==> config.mk <==
export PLATFORM = sky130hd
export DESIGN_NAME = mac_top
export DESIGN_NICKNAME = d
export VERILOG_FILES = /design/src/source/mac_pkg.sv /design/src/source/delay_nr.sv /design/src/source/delay_valid.sv /design/src/source/mult_pipe.sv /design/src/source/add_stage.sv /design/src/source/mac_top.sv
export VERILOG_INCLUDE_DIRS = /design/src /design/src/include
export SDC_FILE = /design/constraint.sdc
export NUM_CORES = 1
export LEC_CHECK = 0
export BUFFER_PORTS_ARGS = -buffer_cell sky130_fd_sc_hd__buf_2
export CAP_MARGIN = 20
export CORE_ASPECT_RATIO = 1.4
export CORE_MARGIN = 2
export CORE_UTILIZATION = 50
export CTS_BUF_LIST = sky130_fd_sc_hd__clkbuf_16
export DETAILED_ROUTE_END_ITERATION = 12
export GPL_ROUTABILITY_DRIVEN = 0
export PLACE_DENSITY = 0.76
export SYNTH_ARGS = -nofsm -noshare
export SYNTH_HDL_FRONTEND = slang
export SYNTH_SLANG_ARGS = --single-unit
==> constraint.sdc <==
create_clock -name clk -period 5.6 [get_ports clk]
set_input_delay 1.12 -clock clk [delete_from_list [all_inputs] [get_ports clk]]
set_output_delay 1.12 -clock clk [all_outputs]
set_load 0.02 [all_outputs]
==> src/include/mac_settings.svh <==
// Multiply-add unit settings

`ifndef MAC_SETTINGS_SVH
`define MAC_SETTINGS_SVH

// ----------------------------------------------------------------------
// Datapath widths
// ----------------------------------------------------------------------

// Width of each signed multiplier operand
`define MAC_OP_W 16

// Width of the signed addend, the product and the saturated result
`define MAC_ACC_W 32

// Width of the sideband tag that rides along with each beat
`define MAC_TAG_W 8

// ----------------------------------------------------------------------
// Pipeline depths
// ----------------------------------------------------------------------

// Register depth of the multiplier: operands, partial products, sum
// The alignment delay lines must match this depth exactly
`define MAC_MUL_STAGES 3

// Input to output latency, the multiplier plus the registered adder
`define MAC_LATENCY (`MAC_MUL_STAGES + 1)

`endif

==> src/source/mac_pkg.sv <==
// Multiply-add shared types

`default_nettype none

`include "mac_settings.svh"

package mac_pkg;

  // ----------------------------------------------------------------------
  // Scalar types
  // ----------------------------------------------------------------------

  // One signed multiplier operand
  typedef logic signed [`MAC_OP_W-1:0] opT;

  // Signed addend, full product or saturated result
  typedef logic signed [`MAC_ACC_W-1:0] accT;

  // Opaque tag, passed through untouched
  typedef logic [`MAC_TAG_W-1:0] tagT;

  // ----------------------------------------------------------------------
  // Beat types
  // ----------------------------------------------------------------------

  // Input beat as presented at the top level, 72 bits
  typedef struct packed {
    opT  a;
    opT  b;
    accT c;
    tagT tag;
  } macInT;

  // Sideband that waits beside the multiplier, 40 bits
  // Only the addend and the tag need to be aligned with the product
  typedef struct packed {
    accT c;
    tagT tag;
  } alignT;

  // Output beat, 41 bits
  // The sat flag is set when the result was clamped to a bound
  typedef struct packed {
    accT  result;
    logic sat;
    tagT  tag;
  } macOutT;

endpackage : mac_pkg

`default_nettype wire

==> src/source/delay_nr.sv <==
// Delay line without reset

`timescale 1ns/1ps
`default_nettype none

module delay_nr #(
  // Payload carried through the line, any packed type
  parameter type PayloadT = logic,
  // Number of register stages, zero gives a plain wire
  parameter int NumStages = 0
) (
  // Rising edge clock that a zero-stage line never reads
  input  wire logic    clk,
  input  wire PayloadT in,
  // Input as it was NumStages cycles ago
  output PayloadT      out
);

  // ----------------------------------------------------------------------
  // Elaboration checks
  // ----------------------------------------------------------------------

  if (NumStages < 0) begin : genBadStages
    $error("delay_nr: NumStages must be zero or more");
  end

  // ----------------------------------------------------------------------
  // Register chain
  // ----------------------------------------------------------------------

  // Entry zero is the input itself, entry i is the output of stage i
  PayloadT stages [NumStages+1];

  assign stages[0] = in;

  // Data only passes through here, so the stages hold whatever they
  // captured and are simply overwritten once traffic starts
  for (genvar i = 1; i <= NumStages; i++) begin : genStages
    always_ff @(posedge clk) begin
      stages[i] <= stages[i-1];
    end
  end

  assign out = stages[NumStages];

  // ----------------------------------------------------------------------
  // Checks
  // ----------------------------------------------------------------------

  if (NumStages > 0) begin : genDelayCheck
    // The leading delay keeps the check quiet until the chain has been
    // filled once after the start of simulation
    delayMatchA: assert property (
      @(posedge clk) ##NumStages (out === $past(in, NumStages))
    ) else $error("delay_nr: output does not match input from %0d cycles ago",
                  NumStages);
  end

endmodule : delay_nr

`default_nettype wire

==> src/source/delay_valid.sv <==
// Valid strobe delay line

`timescale 1ns/1ps
`default_nettype none

module delay_valid #(
  // Number of register stages, zero gives a plain wire
  parameter int NumStages = 0
) (
  input  wire logic clk,
  // Synchronous, active low
  input  wire logic rstN,
  input  wire logic in,
  output logic      out
);

  // ----------------------------------------------------------------------
  // Elaboration checks
  // ----------------------------------------------------------------------

  if (NumStages < 0) begin : genBadStages
    $error("delay_valid: NumStages must be zero or more");
  end

  // ----------------------------------------------------------------------
  // Register chain
  // ----------------------------------------------------------------------

  // Bit zero is the input, bit i is the output of stage i
  logic [NumStages:0] stages;

  assign stages[0] = in;

  // Every stage clears on reset so no stale strobe leaks out afterwards
  for (genvar i = 1; i <= NumStages; i++) begin : genStages
    always_ff @(posedge clk) begin
      if (!rstN) begin
        stages[i] <= 1'b0;
      end else begin
        stages[i] <= stages[i-1];
      end
    end
  end

  assign out = stages[NumStages];

  // ----------------------------------------------------------------------
  // Checks
  // ----------------------------------------------------------------------

  if (NumStages > 0) begin : genChecks
    // A reset cycle flushes the whole chain in one edge
    quietAfterResetA: assert property (
      @(posedge clk) !rstN |=> !out
    ) else $error("delay_valid: strobe seen right after reset");

    // After NumStages clean edges the chain holds only real input history
    delayMatchA: assert property (
      @(posedge clk) rstN [*NumStages] ##1 1'b1 |-> (out == $past(in, NumStages))
    ) else $error("delay_valid: strobe does not match input history");
  end

endmodule : delay_valid

`default_nettype wire

==> src/source/mult_pipe.sv <==
// Pipelined signed multiplier

`timescale 1ns/1ps
`default_nettype none

`include "mac_settings.svh"

module mult_pipe
  import mac_pkg::*;
(
  input  wire logic clk,
  input  wire opT   a,
  input  wire opT   b,
  // Full signed product, three cycles after the operands
  output accT       product
);

  localparam int OpW   = `MAC_OP_W;
  localparam int AccW  = `MAC_ACC_W;
  localparam int HalfW = OpW / 2;

  // The shift and sum below assume the product exactly fills the result
  if (AccW != 2 * OpW) begin : genBadWidth
    $error("mult_pipe: result width must be twice the operand width");
  end

  // ----------------------------------------------------------------------
  // Stage 1, operand registers
  // ----------------------------------------------------------------------

  opT aReg;
  opT bReg;

  always_ff @(posedge clk) begin
    aReg <= a;
    bReg <= b;
  end

  // ----------------------------------------------------------------------
  // Stage 2, partial products
  // ----------------------------------------------------------------------

  // High bytes keep the sign, low bytes are plain magnitudes
  logic signed [HalfW-1:0] aHi;
  logic signed [HalfW-1:0] bHi;
  logic        [HalfW-1:0] aLo;
  logic        [HalfW-1:0] bLo;

  assign aHi = aReg[OpW-1:HalfW];
  assign bHi = bReg[OpW-1:HalfW];
  assign aLo = aReg[HalfW-1:0];
  assign bLo = bReg[HalfW-1:0];

  // Mixed terms get a zero bit on the low byte so it stays positive
  logic signed [OpW-1:0] ppHh;
  logic signed [OpW:0]   ppHl;
  logic signed [OpW:0]   ppLh;
  logic        [OpW-1:0] ppLl;

  always_ff @(posedge clk) begin
    ppHh <= aHi * bHi;
    ppHl <= aHi * $signed({1'b0, bLo});
    ppLh <= $signed({1'b0, aLo}) * bHi;
    ppLl <= aLo * bLo;
  end

  // ----------------------------------------------------------------------
  // Stage 3, shift and sum
  // ----------------------------------------------------------------------

  // Each term is aligned to its byte weight and widened to the result
  accT hhTerm;
  accT hlTerm;
  accT lhTerm;
  accT llTerm;

  assign hhTerm = {ppHh, {OpW{1'b0}}};
  assign hlTerm = {{(AccW-OpW-HalfW-1){ppHl[OpW]}}, ppHl, {HalfW{1'b0}}};
  assign lhTerm = {{(AccW-OpW-HalfW-1){ppLh[OpW]}}, ppLh, {HalfW{1'b0}}};
  assign llTerm = {{OpW{1'b0}}, ppLl};

  always_ff @(posedge clk) begin
    product <= hhTerm + hlTerm + lhTerm + llTerm;
  end

  // Byte split and reassembly must give the plain signed product
  productA: assert property (
    @(posedge clk) ##(`MAC_MUL_STAGES)
      (product == accT'($past(a, `MAC_MUL_STAGES)) * accT'($past(b, `MAC_MUL_STAGES)))
  ) else $error("mult_pipe: product mismatch");

endmodule : mult_pipe

`default_nettype wire

==> src/source/add_stage.sv <==
// Saturating add stage

`timescale 1ns/1ps
`default_nettype none

`include "mac_settings.svh"

module add_stage
  import mac_pkg::*;
(
  input  wire logic  clk,
  input  wire logic  rstN,
  // Strobe aligned with product and align
  input  wire logic  inValid,
  input  wire accT   product,
  input  wire alignT align,
  output logic       outValid,
  output macOutT     outBeat
);

  localparam int AccW = `MAC_ACC_W;

  // Clamp bounds of the signed result
  localparam accT MaxVal = {1'b0, {(AccW-1){1'b1}}};
  localparam accT MinVal = {1'b1, {(AccW-1){1'b0}}};

  // ----------------------------------------------------------------------
  // Wide sum and clamp
  // ----------------------------------------------------------------------

  // One extra bit of headroom holds any sum of two results exactly
  logic signed [AccW:0] sum;

  assign sum = {product[AccW-1], product} + {align.c[AccW-1], align.c};

  // The two top bits disagree only when the sum left the result range
  logic posOvf;
  logic negOvf;

  assign posOvf = !sum[AccW] && sum[AccW-1];
  assign negOvf = sum[AccW] && !sum[AccW-1];

  accT satSum;

  always_comb begin
    if (posOvf) begin
      satSum = MaxVal;
    end else if (negOvf) begin
      satSum = MinVal;
    end else begin
      satSum = sum[AccW-1:0];
    end
  end

  // ----------------------------------------------------------------------
  // Output registers
  // ----------------------------------------------------------------------

  always_ff @(posedge clk) begin
    outBeat.result <= satSum;
    outBeat.sat    <= posOvf || negOvf;
    outBeat.tag    <= align.tag;
  end

  always_ff @(posedge clk) begin
    if (!rstN) begin
      outValid <= 1'b0;
    end else begin
      outValid <= inValid;
    end
  end

  // A flagged beat must sit exactly on one of the clamp bounds
  satBoundA: assert property (
    @(posedge clk) (outValid && outBeat.sat) |->
      (outBeat.result == MaxVal || outBeat.result == MinVal)
  ) else $error("add_stage: saturation flag set on an unclamped result");

endmodule : add_stage

`default_nettype wire

==> src/source/mac_top.sv <==
// Streaming multiply-add top level

`timescale 1ns/1ps
`default_nettype none

`include "mac_settings.svh"

module mac_top
  import mac_pkg::*;
(
  input  wire logic  clk,
  // Synchronous, active low
  input  wire logic  rstN,
  // One beat is taken on every edge where this is high
  input  wire logic  inValid,
  input  wire macInT inBeat,
  // High for one cycle per accepted beat, MAC_LATENCY cycles later
  output logic       outValid,
  output macOutT     outBeat
);

  // ----------------------------------------------------------------------
  // Internal wires
  // ----------------------------------------------------------------------

  // Sideband packed at the input and delayed beside the multiplier
  alignT alignIn;
  alignT alignOut;

  // Product and strobe as they reach the adder
  accT  product;
  logic mulValid;

  assign alignIn = '{c: inBeat.c, tag: inBeat.tag};

  // ----------------------------------------------------------------------
  // Multiplier and alignment
  // ----------------------------------------------------------------------

  mult_pipe iMult (
    .clk     (clk),
    .a       (inBeat.a),
    .b       (inBeat.b),
    .product (product)
  );

  // Addend and tag take the same number of edges as the multiplier
  delay_nr #(
    .PayloadT  (alignT),
    .NumStages (`MAC_MUL_STAGES)
  ) iAlignDelay (
    .clk (clk),
    .in  (alignIn),
    .out (alignOut)
  );

  // The strobe gets its own reset chain so nothing false appears
  // while the data registers still hold junk
  delay_valid #(
    .NumStages (`MAC_MUL_STAGES)
  ) iValidDelay (
    .clk  (clk),
    .rstN (rstN),
    .in   (inValid),
    .out  (mulValid)
  );

  // ----------------------------------------------------------------------
  // Saturating adder
  // ----------------------------------------------------------------------

  add_stage iAdd (
    .clk      (clk),
    .rstN     (rstN),
    .inValid  (mulValid),
    .product  (product),
    .align    (alignOut),
    .outValid (outValid),
    .outBeat  (outBeat)
  );

  // Every accepted beat leaves with its own tag after the full latency,
  // which ties the three parallel paths together
  latencyTagA: assert property (
    @(posedge clk) disable iff (!rstN)
      inValid |-> ##(`MAC_LATENCY)
        (outValid && outBeat.tag == $past(inBeat.tag, `MAC_LATENCY))
  ) else $error("mac_top: beat lost or tag misaligned at the output");

endmodule : mac_top

`default_nettype wire

* Word-level counts from Yosys, hierarchy flattened
Cells that the tools add are included.
** Storage, ports and cells
- Register bits :: 295
- Bits in latches :: 0
- RAM bits :: 0
- Bits in read-only memories :: 0
- Bits of input ports :: 75
- Logic and storage cells :: 34
- Memories :: 0
** Cells by class
- $add $sub $neg :: 4
- $mul :: 4
- Div/mod/pow operators :: 0
- Order comparisons :: 0
- Equal/unequal tests :: 0
- Shifts and indexed selects :: 0
- Muxes and demuxes :: 1
- Bitwise gates (word level) :: 0
- Reductions and logical operators :: 5
** Operators by type and width (count)
- $add A32 B25 Y32 :: 2
- $add A32 B32 Y33 :: 1
- $add A32 B17 Y32 :: 1
- $mul A8 B8 Y16 :: 2
- $mux W32 :: 1
- $mul A8 B9 Y17 :: 1
- $mul A9 B8 Y17 :: 1
- $logic_and A1 B1 Y1 :: 2
- $logic_not A1 Y1 :: 2
- $logic_or A1 B1 Y1 :: 1

* Longest topological paths before layout
Gate-level depths: netlist of run 1.
- Depth after elaboration :: 4
- Depth in mapped cells :: 20
- Depth with buffers taken out :: 19

* Modules after synthesis
Synthesis of run 1 repeated with hierarchy kept, for this count alone.
** Second synthesis, totals
- Cells, all modules :: 1879
- Area, all modules :: 19055.8 sq um
** Modules (own cells, without submodules)
- mult_pipe :: instances 1, cells each 1360, area each 13256.5 sq um
- add_stage :: instances 1, cells each 353, area each 3017.9 sq um
- delay_nr :: instances 1, cells each 160, area each 2702.6 sq um
- delay_valid :: instances 1, cells each 6, area each 78.8 sq um

* Worst setup path after synthesis of run 1
OpenSTA, ideal clock, no wires.
- Kind :: register to register
- Start point :: register iMult.aReg[15]
- End point :: register iMult.ppHl[15]
- Setup time :: 72 ps
- Data arrival time :: 4416 ps
- Required time :: 5528 ps
- Path slack :: 1112 ps
- Cell stages (with the launch flop) :: 17
- Path buffers :: 1
- Clock period less this slack :: 4488 ps
- Path through :: dfxtp_1 clkbuf_1 clkinv_1 nor2_1 fa_1 fa_1 fa_1 inv_1 fa_1 inv_1 ha_1 a21boi_0 o21ai_0 nand2b_1 a41o_1 o41ai_1 xnor2_1
** On the way
- Longest elaborated chain between the ends :: 1
** Ends and longest elaborated chain
- from (decl) :: line mult_pipe.sv:31 : opT aReg;
- from (signal assigned) :: line mult_pipe.sv:35 : aReg <= a;
- $mul A8 B9 Y17 :: line mult_pipe.sv:62 : ppHl <= aHi * $signed({1'b0, bLo});
- to (signal assigned) :: line mult_pipe.sv:62
- to (decl) :: line mult_pipe.sv:56 : logic signed [OpW:0] ppHl;
Every way passes these cells.
A chain may end at the register's enable or synchronous reset.

* Worst setup path after layout of run 1
- Start point :: register iMult.bReg[2]
- End point :: register iMult.ppHl[16]
** On the way
- Longest elaborated chain between the ends :: 1
** Ends and longest elaborated chain
- from (decl) :: line mult_pipe.sv:32 : opT bReg;
- from (signal assigned) :: line mult_pipe.sv:36 : bReg <= b;
- $mul A8 B9 Y17 :: line mult_pipe.sv:62
Every way passes these cells.

==> results.sh, run 1 <==
export IMPL_yosysUniqueCellTypes=52
export IMPL_async_flop_share=0
export IMPL_num_vias=11700
export IMPL_grt_ovfl_total=0
export IMPL_final_nets=2339
export IMPL_min_path_type="flop to flop"
export IMPL_post_route_min_period_ns=4.92
export IMPL_setup_tns_final_ns=0
export IMPL_end_kind="flop"
export IMPL_netlist_top_cells_area="dfxtp_1, fa_1, ha_1"
export IMPL_grt_max_degree=33
export IMPL_final_layout_size_suffix_gt1_frac=0.0981
export IMPL_antenna_found_initial=0
export IMPL_setup_viol=0
export IMPL_path_common_cell="fa_1"
export IMPL_final_max_slew_viol_count=0
export IMPL_syn_area_um2=18100
export IMPL_fin_ws_ns=0.683
export IMPL_critPathLaunchType="flop"
export IMPL_ys_warn_count=0
export IMPL_syn_to_final_growth_pct=11.1
export IMPL_cts_resized_gates=0
export IMPL_cts_tree="built"
export IMPL_timing_rr_start="iMult.bReg[2]"
export IMPL_drv_cap=0
export IMPL_grt_pass1_wl_mm=59.0
export IMPL_post_cts_buffers=0
export IMPL_relSlewSlack=0.377
export IMPL_synthSimpleGateAreaFrac=0.124
export IMPL_post_place_ws_ns=0.743
export IMPL_drcViolationCount=0
export IMPL_port_buffers=116
export IMPL_drt_pass1_iterations=5
export IMPL_wire_per_inst_um=14.6
export IMPL_dp_hpwl_mm=27.4
export IMPL_min_to="iAlignDelay.out[8]"
export IMPL_drtIter0Drc=425
export IMPL_crit_fanout=16
export IMPL_track_usage=0.193
export IMPL_worst_pin_slew_ns=0.933
export IMPL_internal_power_mw=6.65
export IMPL_coreArea_um2=35800
export IMPL_route_met3_wl_mm=1.61
export IMPL_cts_clk_slew_worst_paths_ns=0.07
export IMPL_fin_skew_ns=0.0134
export IMPL_synth_edf_count=0
export IMPL_final_core_util=0.562
export IMPL_synthMuxAreaShare=0
export IMPL_root_buffer="clkbuf_16"
export IMPL_grt_pass1_vias=12900
export IMPL_top_layer="met4"
export IMPL_via_per_inst=4.99
export IMPL_min_path_cells=0
export IMPL_swShare=0.405
export IMPL_max_stage_delay_ns=0.76
export IMPL_worstPathArrival_ns=5.40
export IMPL_fill_cells=3040
export IMPL_clkLatencyLatePin_ns=0.55
export IMPL_timing_fmax_mhz=203
export IMPL_routed_wl_mm=34.3
export IMPL_synth_xor_area_share=0.0479
export IMPL_synth_nets=2227
export IMPL_comb_power_share=0.566
export IMPL_grt_setup_unrepaired="no"
export IMPL_yosys_register_bits=295
export IMPL_cts_buffers=29
export IMPL_ctsHoldBuffers=0
export IMPL_p_leak_nw=9.98
export IMPL_path_class="flop to flop"
export IMPL_yosysTopAreaCell="dfxtp_1"
export IMPL_worstRegToRegCells=17
export IMPL_p_switching_mw=4.53
export IMPL_met1_length_mm=13.9
export IMPL_avgSynthCellArea_um2=10.3
export IMPL_hold_viol=0
export IMPL_cellPowerDensity_nw_per_um2=556
export IMPL_place_inst=2295
export IMPL_crit_slowest_cell="dfxtp_1"
export IMPL_route_met2_wl_mm=17.6
export IMPL_period_share=0.878
export IMPL_vdd_ir_drop_max_mv=0.363
export IMPL_io_pins=117
export IMPL_regToRegSetupSlack_ns=0.68
export IMPL_crit_chain="nand2_1 -> fa_1 -> fa_1 -> inv_1 -> fa_1 -> inv_1 -> fa_1 -> inv_1 -> ha_1 -> o21ai_0 -> a21boi_0 -> o21ai_0 -> a21oi_1 -> nand4_1 -> nand3_1 -> o41ai_1 -> xnor2_1"
export IMPL_start_util=0.506
export IMPL_die_area_um2=37800
export IMPL_worstPathRequired_ns=6.08
export IMPL_antenna_cells=0
export IMPL_yosysTopAreaCellShare=0.326
export IMPL_fin_cells=2348
export IMPL_synthCells=1753
export IMPL_reg2reg_to="iMult.ppHl[16]"
export IMPL_synthAdderAreaFrac=0.354
export IMPL_fp_dieW_um=165
export IMPL_htreeDepth=1
export IMPL_synth_compound_area_frac=0.0827
export IMPL_synth_top_family_by_area="adder cells"
export IMPL_row_count=82
export IMPL_min_from="iAlignDelay.stages[48]"
export IMPL_clk_path_buf_depth=3
export IMPL_status="finished, final reports clean"
export IMPL_seqPwrFrac=0.266
export IMPL_pwr_share_clk=0.168
export IMPL_die_h_um=229
export IMPL_cpLargestDelayFamily="adder cells"
export IMPL_ant_nets=0
export IMPL_cts_sinks=295
export IMPL_synthFlopType="dfxtp_1"
export IMPL_total_power_mw=11.2
export IMPL_seq_area_frac_synth=0.326
export IMPL_timing_critical_path_buf_inv=3
-- flip-flops by register name, indices dropped and copies added, names as in the netlist --
signal and count:
iMult.ppLl 16, iAdd.outValid 1, iAlignDelay.out 40, iValidDelay.out 1
iMult.product 32, iMult.ppHl 17, iMult.ppLh 17, iValidDelay.stages 2
iMult.ppHh 16, iAlignDelay.stages 80, iAdd.outBeat 41, iMult.bReg 16
iMult.aReg 16
-- worst reg2reg max path, cell delays in order (launching register included) --
cell      delay (ns)
dfxtp_1         0.76
nand2_1         0.15
fa_1            0.49
fa_1            0.56
inv_1           0.06
fa_1            0.53
inv_1           0.05
fa_1            0.53
inv_1           0.04
ha_1            0.32
o21ai_0         0.11
a21boi_0        0.17
o21ai_0         0.24
a21oi_1         0.13
nand4_1         0.10
nand3_1         0.10
o41ai_1         0.34
xnor2_1         0.17
-- metrics by stage --
step / hold WS (ns) / instance area, µm²
6_report: 0.323 / 20100
2_1_floorplan: 0.310 / 18100
5_1_grt: 0.327 / 20100
3_5_place_dp: 0.312 / 19200
4_1_cts: 0.324 / 20100
3_3_place_gp: 0.311 / 19200
-- cell usage after synthesis, types with 2 or more instances --
| cell | instances |
|---|---|
| nand3_1 | 15 |
| xor2_1 | 31 |
| inv_1 | 268 |
| fa_1 | 190 |
| a21oi_1 | 45 |
| clkbuf_1 | 42 |
| o211ai_1 | 2 |
| xnor2_1 | 68 |
| o21ai_0 | 42 |
| a311oi_1 | 2 |
| a41o_1 | 3 |
| o31ai_1 | 2 |
| a21boi_1 | 2 |
| and3_1 | 3 |
| or2_2 | 4 |
| a31o_2 | 2 |
| a21boi_0 | 8 |
| nand2_1 | 82 |
| a31oi_1 | 9 |
| a21o_1 | 63 |
| ha_1 | 209 |
| o21a_1 | 6 |
| nor2b_1 | 11 |
| a211oi_1 | 3 |
| or3_1 | 4 |
| o41ai_1 | 4 |
| dfxtp_1 | 295 |
| nor3_1 | 16 |
| nor2_1 | 71 |
| o21ai_1 | 3 |
| o21bai_1 | 8 |
| nand2b_1 | 24 |
| a41oi_1 | 2 |
| nand4_1 | 8 |
| and2_1 | 188 |
| a2111oi_2 | 2 |
-- power by group through the flow --
stage | clock network (mW) | logic [mW] | registers [mW]
floorplan | 0 | 4.83 | 3.08
global placement | 0 | 6.13 | 3.02
detailed placement | 0 | 6.26 | 3.03
CTS | 1.93 | 6.33 | 2.99
global route | 2.02 | 7.23 | 3.03
finish | 1.88 | 6.33 | 2.98
-- area by class of cell --
class                      count  area [µm²]  share of cell area
multi-input combinational   1147       11000               0.549
inverter                     269        1010              0.0502
sequential                   295        5910               0.294
timing repair buffer         123         653              0.0325
clock inverter                23         206              0.0103
clock buffer                  29         726              0.0361
tap                          462         578              0.0287
-- logic make-up (layout without fill, tap and decap cells) --
| group | count (synthesis) | after routing |
|---|---|---|
| AOI/OAI and AO/OA | 222 | 222 |
| xor gates and xnor gates | 99 | 99 |
| adders and majority gates | 399 | 399 |
| buffers and inverters | 311 | 444 |
| DFF | 295 | 295 |
| and+or+nand+nor | 427 | 427 |
-- worst max-delay path by stage --
| stage | from | endpoint | slack, ns | cells after the start |
|---|---|---|---|---|
| global route | iMult.bReg[2] | iMult.ppHl[16] | 0.31 | 17 |
| global placement | iMult.aReg[15] | iMult.ppHl[15] | 0.88 | 15 |
| floorplan | iMult.aReg[15] | iMult.ppHl[15] | 1.11 | 16 |
| detailed placement | iMult.bReg[3] | iMult.ppHl[16] | 0.74 | 17 |
| finish | iMult.bReg[2] | iMult.ppHl[16] | 0.68 | 17 |
| CTS | iMult.bReg[3] | iMult.ppHl[16] | 0.71 | 17 |
-- cell usage in the layout, fill, tap and decap left out, types with 3 or more instances in the layout --
cell,n
clkinv_2,5
nand3_1,15
or3_1,4
o21a_1,6
nand4_1,8
o41ai_1,4
nand2b_1,24
o21bai_1,8
xnor2_1,68
buf_2,116
or2_2,4
inv_1,270
buf_4,6
dfxtp_1,295
o21ai_0,42
fa_1,190
a21o_1,63
clkbuf_16,29
a21boi_0,8
and2_1,188
and3_1,3
nand2_1,82
a21oi_1,45
a211oi_1,3
o21ai_1,3
nor2b_1,11
xor2_1,31
clkinvlp_4,3
inv_6,4
nor3_1,16
nor2_1,71
clkinv_1,4
a41o_1,3
a31oi_1,9
ha_1,209
-- metal layers --
metal  GRT usage  up-vias
met1       0.219     5649
met5           0        -
met2       0.358      234
met4      0.0739        0
met3      0.0277       76
li1            -     5766
(Power assumes the default switching activity.)
==> run 2, diff against run 1 <==
--- a/config.mk
+++ b/config.mk
@@ -15,6 +15,7 @@
 export DETAILED_ROUTE_END_ITERATION = 12
 export GPL_ROUTABILITY_DRIVEN = 0
 export PLACE_DENSITY = 0.76
+export REMOVE_ABC_BUFFERS = 1
 export SYNTH_ARGS = -nofsm -noshare
 export SYNTH_HDL_FRONTEND = slang
 export SYNTH_SLANG_ARGS = --single-unit
==> results.sh, run 2 (synthesis results as in run 1) <==
export IMPL_mostFrequentLayoutCells="dfxtp_1, inv_1, ha_1, fa_1, and2_1"
export IMPL_htreeDepth=1
export IMPL_hold_viol=0
export IMPL_final_layout_size_suffix_gt1_frac=0.0971
export IMPL_use_met2=0.346
export IMPL_cts_buffers=28
export IMPL_crit_slowest_cell="dfxtp_1"
export IMPL_drtIter0Drc=483
export IMPL_worstPathRequired_ns=6.07
export IMPL_max_stage_delay_ns=0.64
export IMPL_ant_nets=0
export IMPL_die_h_um=229
export IMPL_io_pins=117
export IMPL_grt_util_met3=0.0273
export IMPL_critPathLaunchType="flop"
export IMPL_status="finished, final reports clean"
export IMPL_gr_usage_met1=0.223
export IMPL_largest_reg_flops=80
export IMPL_syn_to_final_growth_pct=11.1
export IMPL_antenna_found_initial=0
export IMPL_cpLargestDelayFamily="adder cells"
export IMPL_post_place_ws_ns=0.517
export IMPL_cts_tree="built"
export IMPL_num_vias=11700
export IMPL_drt_pass1_iterations=6
export IMPL_mostFrequentLayoutCell="dfxtp_1"
export IMPL_grt_max_degree=33
export IMPL_end_kind="flop"
export IMPL_setup_viol=0
export IMPL_post_route_min_period_ns=5.11
export IMPL_path_class="flop to flop"
export IMPL_start_util=0.506
export IMPL_wire_per_inst_um=14.5
export IMPL_final_area_um2=20100
export IMPL_coreArea_um2=35800
export IMPL_final_nets=2337
export IMPL_grt_ovfl_total=0
export IMPL_track_usage=0.191
export IMPL_setup_tns_final_ns=0
export IMPL_p_leak_nw=10.0
export IMPL_cellPowerDensity_nw_per_um2=557
export IMPL_seq_area_um2=5910
export IMPL_total_power_mw=11.2
export IMPL_min_path_type="flop to flop"
export IMPL_vdd_ir_drop_max_mv=0.364
export IMPL_final_core_util=0.562
export IMPL_placed_area_um2=19200
export IMPL_clkLatencyLatePin_ns=0.57
export IMPL_grt_pass1_vias=12800
export IMPL_path_common_cell="fa_1"
export IMPL_port_buffers=116
export IMPL_clk_path_buf_depth=3
export IMPL_cts_sinks=295
export IMPL_regMostFlops="iAlignDelay.stages"
export IMPL_die_area_um2=37800
export IMPL_row_count=82
export IMPL_grt_pass1_wl_mm=58.8
export IMPL_crit_fanout=11
export IMPL_cts_clk_slew_worst_paths_ns=0.06
export IMPL_fill_cells=3021
export IMPL_fp_dieW_um=165
export IMPL_crit_chain="clkinv_1 -> fa_1 -> fa_1 -> inv_1 -> fa_1 -> inv_1 -> fa_1 -> inv_1 -> ha_1 -> o21ai_0 -> a21boi_0 -> o21ai_0 -> a21oi_1 -> nand4_1 -> nand3_1 -> o41ai_1 -> xnor2_1"
export IMPL_period_share=0.913
export IMPL_worstPathArrival_ns=5.59
export IMPL_drcViolationCount=0
export IMPL_relSlewSlack=0.390
export IMPL_post_cts_buffers=0
export IMPL_ctsHoldBuffers=0
export IMPL_via_per_inst=4.99
export IMPL_final_max_slew_viol_count=0
export IMPL_timing_critical_path_buf_inv=4
export IMPL_fin_ws_ns=0.485
export IMPL_dp_hpwl_mm=27.2
export IMPL_multi_input_area_um2=11000
export IMPL_routed_wl_mm=34.1
export IMPL_cts_resized_gates=0
export IMPL_grt_busiest_layer="met2"
export IMPL_drv_cap=0
export IMPL_antenna_cells=0
export IMPL_fin_skew_ns=0.0329
export IMPL_root_buffer="clkbuf_16"
export IMPL_worst_pin_slew_ns=0.915
export IMPL_timing_fmax_mhz=196
export IMPL_grt_setup_unrepaired="no"
==> run 2: area by class of cell <==
class	count	share of cell area
flip-flops and latches	295	0.294
clock inverters	24	0.0128
well taps	462	0.0287
clock buffers	28	0.0348
multi-input cells	1147	0.549
repair buffers	122	0.0311
inverters	269	0.0502
==> run 2: stage by stage <==
step,hold WS [ns],cells
CTS,0.306,2347
global route,0.319,2347
global placement,0.310,2295
finish,0.310,2347
floorplan,0.310,1711
detailed placement,0.312,2295
==> run 2: path summary, 6_finish.rpt <==
path | slack, ns | cells past startpoint | endpoint | start
worst min register to register | 0.31 | 0 | iAlignDelay.stages[41] | iAlignDelay.stages[81]
worst min-delay path | 0.31 | 0 | iAlignDelay.stages[41] | iAlignDelay.stages[81]
worst max register to register | 0.49 | 17 | iMult.ppHl[16] | iMult.aReg[15]
worst max-delay path | 0.49 | 17 | iMult.ppHl[16] | iMult.aReg[15]
==> run 2: power by group <==
group / switching (mW) / leakage, nW / internal, mW / total [mW]
clock: 0.811 / 0.485 / 1.11 / 1.92
combinational: 3.46 / 7.03 / 2.84 / 6.30
sequential: 0.261 / 2.49 / 2.71 / 2.97
==> run 2: per-layer routing <==
| layer | wire length, µm | vias to the layer above |
|---|---|---|
| met5 | 0 | - |
| met4 | 1460 | 0 |
| met3 | 1540 | 75 |
| met2 | 17200 | 237 |
| met1 | 13900 | 5635 |
| li1 | - | 5770 |
==> run 3, diff against run 2 <==
--- a/config.mk
+++ b/config.mk
@@ -6,7 +6,7 @@
 export SDC_FILE = /design/constraint.sdc
 export NUM_CORES = 1
 export LEC_CHECK = 0
-export BUFFER_PORTS_ARGS = -buffer_cell sky130_fd_sc_hd__buf_2
+export BUFFER_PORTS_ARGS = -buffer_cell sky130_fd_sc_hd__buf_4
 export CAP_MARGIN = 20
 export CORE_ASPECT_RATIO = 1.4
 export CORE_MARGIN = 2
@@ -15,7 +15,6 @@
 export DETAILED_ROUTE_END_ITERATION = 12
 export GPL_ROUTABILITY_DRIVEN = 0
 export PLACE_DENSITY = 0.76
-export REMOVE_ABC_BUFFERS = 1
 export SYNTH_ARGS = -nofsm -noshare
 export SYNTH_HDL_FRONTEND = slang
 export SYNTH_SLANG_ARGS = --single-unit
==> results.sh, run 3 (synthesis results as in run 1) <==
export IMPL_crit_slowest_cell="dfxtp_1"
export IMPL_io_pins=117
export IMPL_cts_buffers=28
export IMPL_pwr_share_clk=0.170
export IMPL_min_from="iAlignDelay.stages[54]"
export IMPL_wire_per_inst_um=14.7
export IMPL_cellPowerDensity_nw_per_um2=554
export IMPL_hold_viol=0
export IMPL_die_area_um2=37800
export IMPL_path_common_cell="fa_1"
export IMPL_hold_slack_ns=0.321
export IMPL_clk_path_buf_depth=3
export IMPL_cts_resized_gates=0
export IMPL_fp_dieW_um=165
export IMPL_coreArea_um2=35800
export IMPL_drtIter0Drc=423
export IMPL_relSlewSlack=0.400
export IMPL_syn_to_final_growth_pct=12.8
export IMPL_timing_fmax_mhz=205
export IMPL_root_buffer="clkbuf_16"
export IMPL_routed_wl_mm=34.5
export IMPL_worstPathArrival_ns=5.33
export IMPL_grt_ovfl_total=0
export IMPL_worst_pin_slew_ns=0.899
export IMPL_start_util=0.506
export IMPL_p_switching_mw=4.55
export IMPL_grt_max_degree=33
export IMPL_largest_reg_flops=80
export IMPL_htreeDepth=1
export IMPL_cts_sinks=295
export IMPL_setup_viol=0
export IMPL_dp_hpwl_mm=27.5
export IMPL_comb_power_share=0.566
export IMPL_post_cts_buffers=0
export IMPL_final_area_um2=20400
export IMPL_min_path_type="flop to flop"
export IMPL_cpLargestDelayFamily="adder cells"
export IMPL_crit_chain="nand2_1 -> fa_1 -> inv_1 -> fa_1 -> inv_1 -> fa_1 -> fa_1 -> inv_1 -> ha_1 -> a21oi_1 -> nand2b_1 -> a21boi_0 -> o21ai_0 -> nand2b_1 -> a41o_1 -> o41ai_1 -> xnor2_1"
export IMPL_seqPwrFrac=0.264
export IMPL_mostFrequentLayoutCells="dfxtp_1, inv_1, ha_1, fa_1, and2_1"
export IMPL_final_nets=2338
export IMPL_antenna_cells=0
export IMPL_drcViolationCount=0
export IMPL_post_place_ws_ns=0.767
export IMPL_drv_cap=0
export IMPL_p_leak_nw=10.1
export IMPL_crit_start="iMult.bReg[2]"
export IMPL_ant_nets=0
export IMPL_final_max_slew_viol_count=0
export IMPL_placed_area_um2=19400
export IMPL_regToRegSetupSlack_ns=0.72
export IMPL_swShare=0.402
export IMPL_vdd_ir_drop_max_mv=0.398
export IMPL_setup_tns_final_ns=0
export IMPL_end_kind="flop"
export IMPL_max_stage_delay_ns=0.73
export IMPL_ctsHoldBuffers=0
export IMPL_mostFrequentLayoutCell="dfxtp_1"
export IMPL_regMostFlops="iAlignDelay.stages"
export IMPL_timing_critical_path_buf_inv=3
export IMPL_fin_skew_ns=0.0109
export IMPL_post_route_min_period_ns=4.88
export IMPL_fin_ws_ns=0.722
export IMPL_cts_tree="built"
export IMPL_crit_fanout=16
export IMPL_timing_rr_start="iMult.bReg[2]"
export IMPL_port_buffers=116
export IMPL_critPathLaunchType="flop"
export IMPL_path_class="flop to flop"
export IMPL_clkLatencyLatePin_ns=0.55
export IMPL_antenna_found_initial=0
export IMPL_row_count=82
export IMPL_period_share=0.871
export IMPL_internal_power_mw=6.78
export IMPL_total_power_mw=11.3
export IMPL_grt_pass1_wl_mm=59.7
export IMPL_grt_setup_unrepaired="no"
export IMPL_die_h_um=229
export IMPL_cts_clk_slew_worst_paths_ns=0.07
export IMPL_worstPathRequired_ns=6.06
export IMPL_drt_pass1_iterations=5
export IMPL_status="finished, final reports clean"
export IMPL_num_vias=11700
export IMPL_grt_pass1_vias=13000
export IMPL_track_usage=0.195
export IMPL_final_layout_size_suffix_gt1_frac=0.0981
export IMPL_via_per_inst=5.00
## run 3: cell types whose count changed in the layout (fill, tap and decap cells not counted), moves of 2 or more
cell	delta
inv_8	+3
clkinv_1	+2
inv_1	-4
clkinv_2	-2
buf_2	-116
buf_4	+116
## run 3: power by group through the flow
stage          logic, mW  registers [mW]  clock network, mW
2_1_floorplan       4.83            3.08                  0
3_3_place_gp        6.21            3.03                  0
3_5_place_dp        6.36            3.04                  0
4_1_cts             6.43            3.00               1.98
5_1_grt             7.31            3.04               2.06
6_report            6.41            2.99               1.93
## run 3: layout make-up
type                       count  area (µm²)
timing repair buffer         123         943
multi-input combinational   1147       11000
clock buffer                  29         726
tap                          462         578
clock inverter                22         235
sequential                   295        5910
fill                        2993       15400
inverter                     269        1010
## run 3: metrics by stage
stage,cells,utilization
floorplan,1753,-
global placement,2295,0.543
detailed placement,2295,0.543
CTS,2346,0.570
global route,2347,0.571
finish,2347,0.571
## run 3: final timing paths
path | end | cells after the start
min reg2reg | iAlignDelay.out[14] | 0
max reg2reg | iMult.ppHl[15] | 17
min | iAlignDelay.out[14] | 0
max | iMult.ppHl[15] | 17
## run 3: layer usage
metal | routed length (µm) | global-route usage
met5 | 0 | 0
met4 | 1270 | 0.0726
met3 | 1420 | 0.0237
met2 | 17800 | 0.359
met1 | 14000 | 0.228
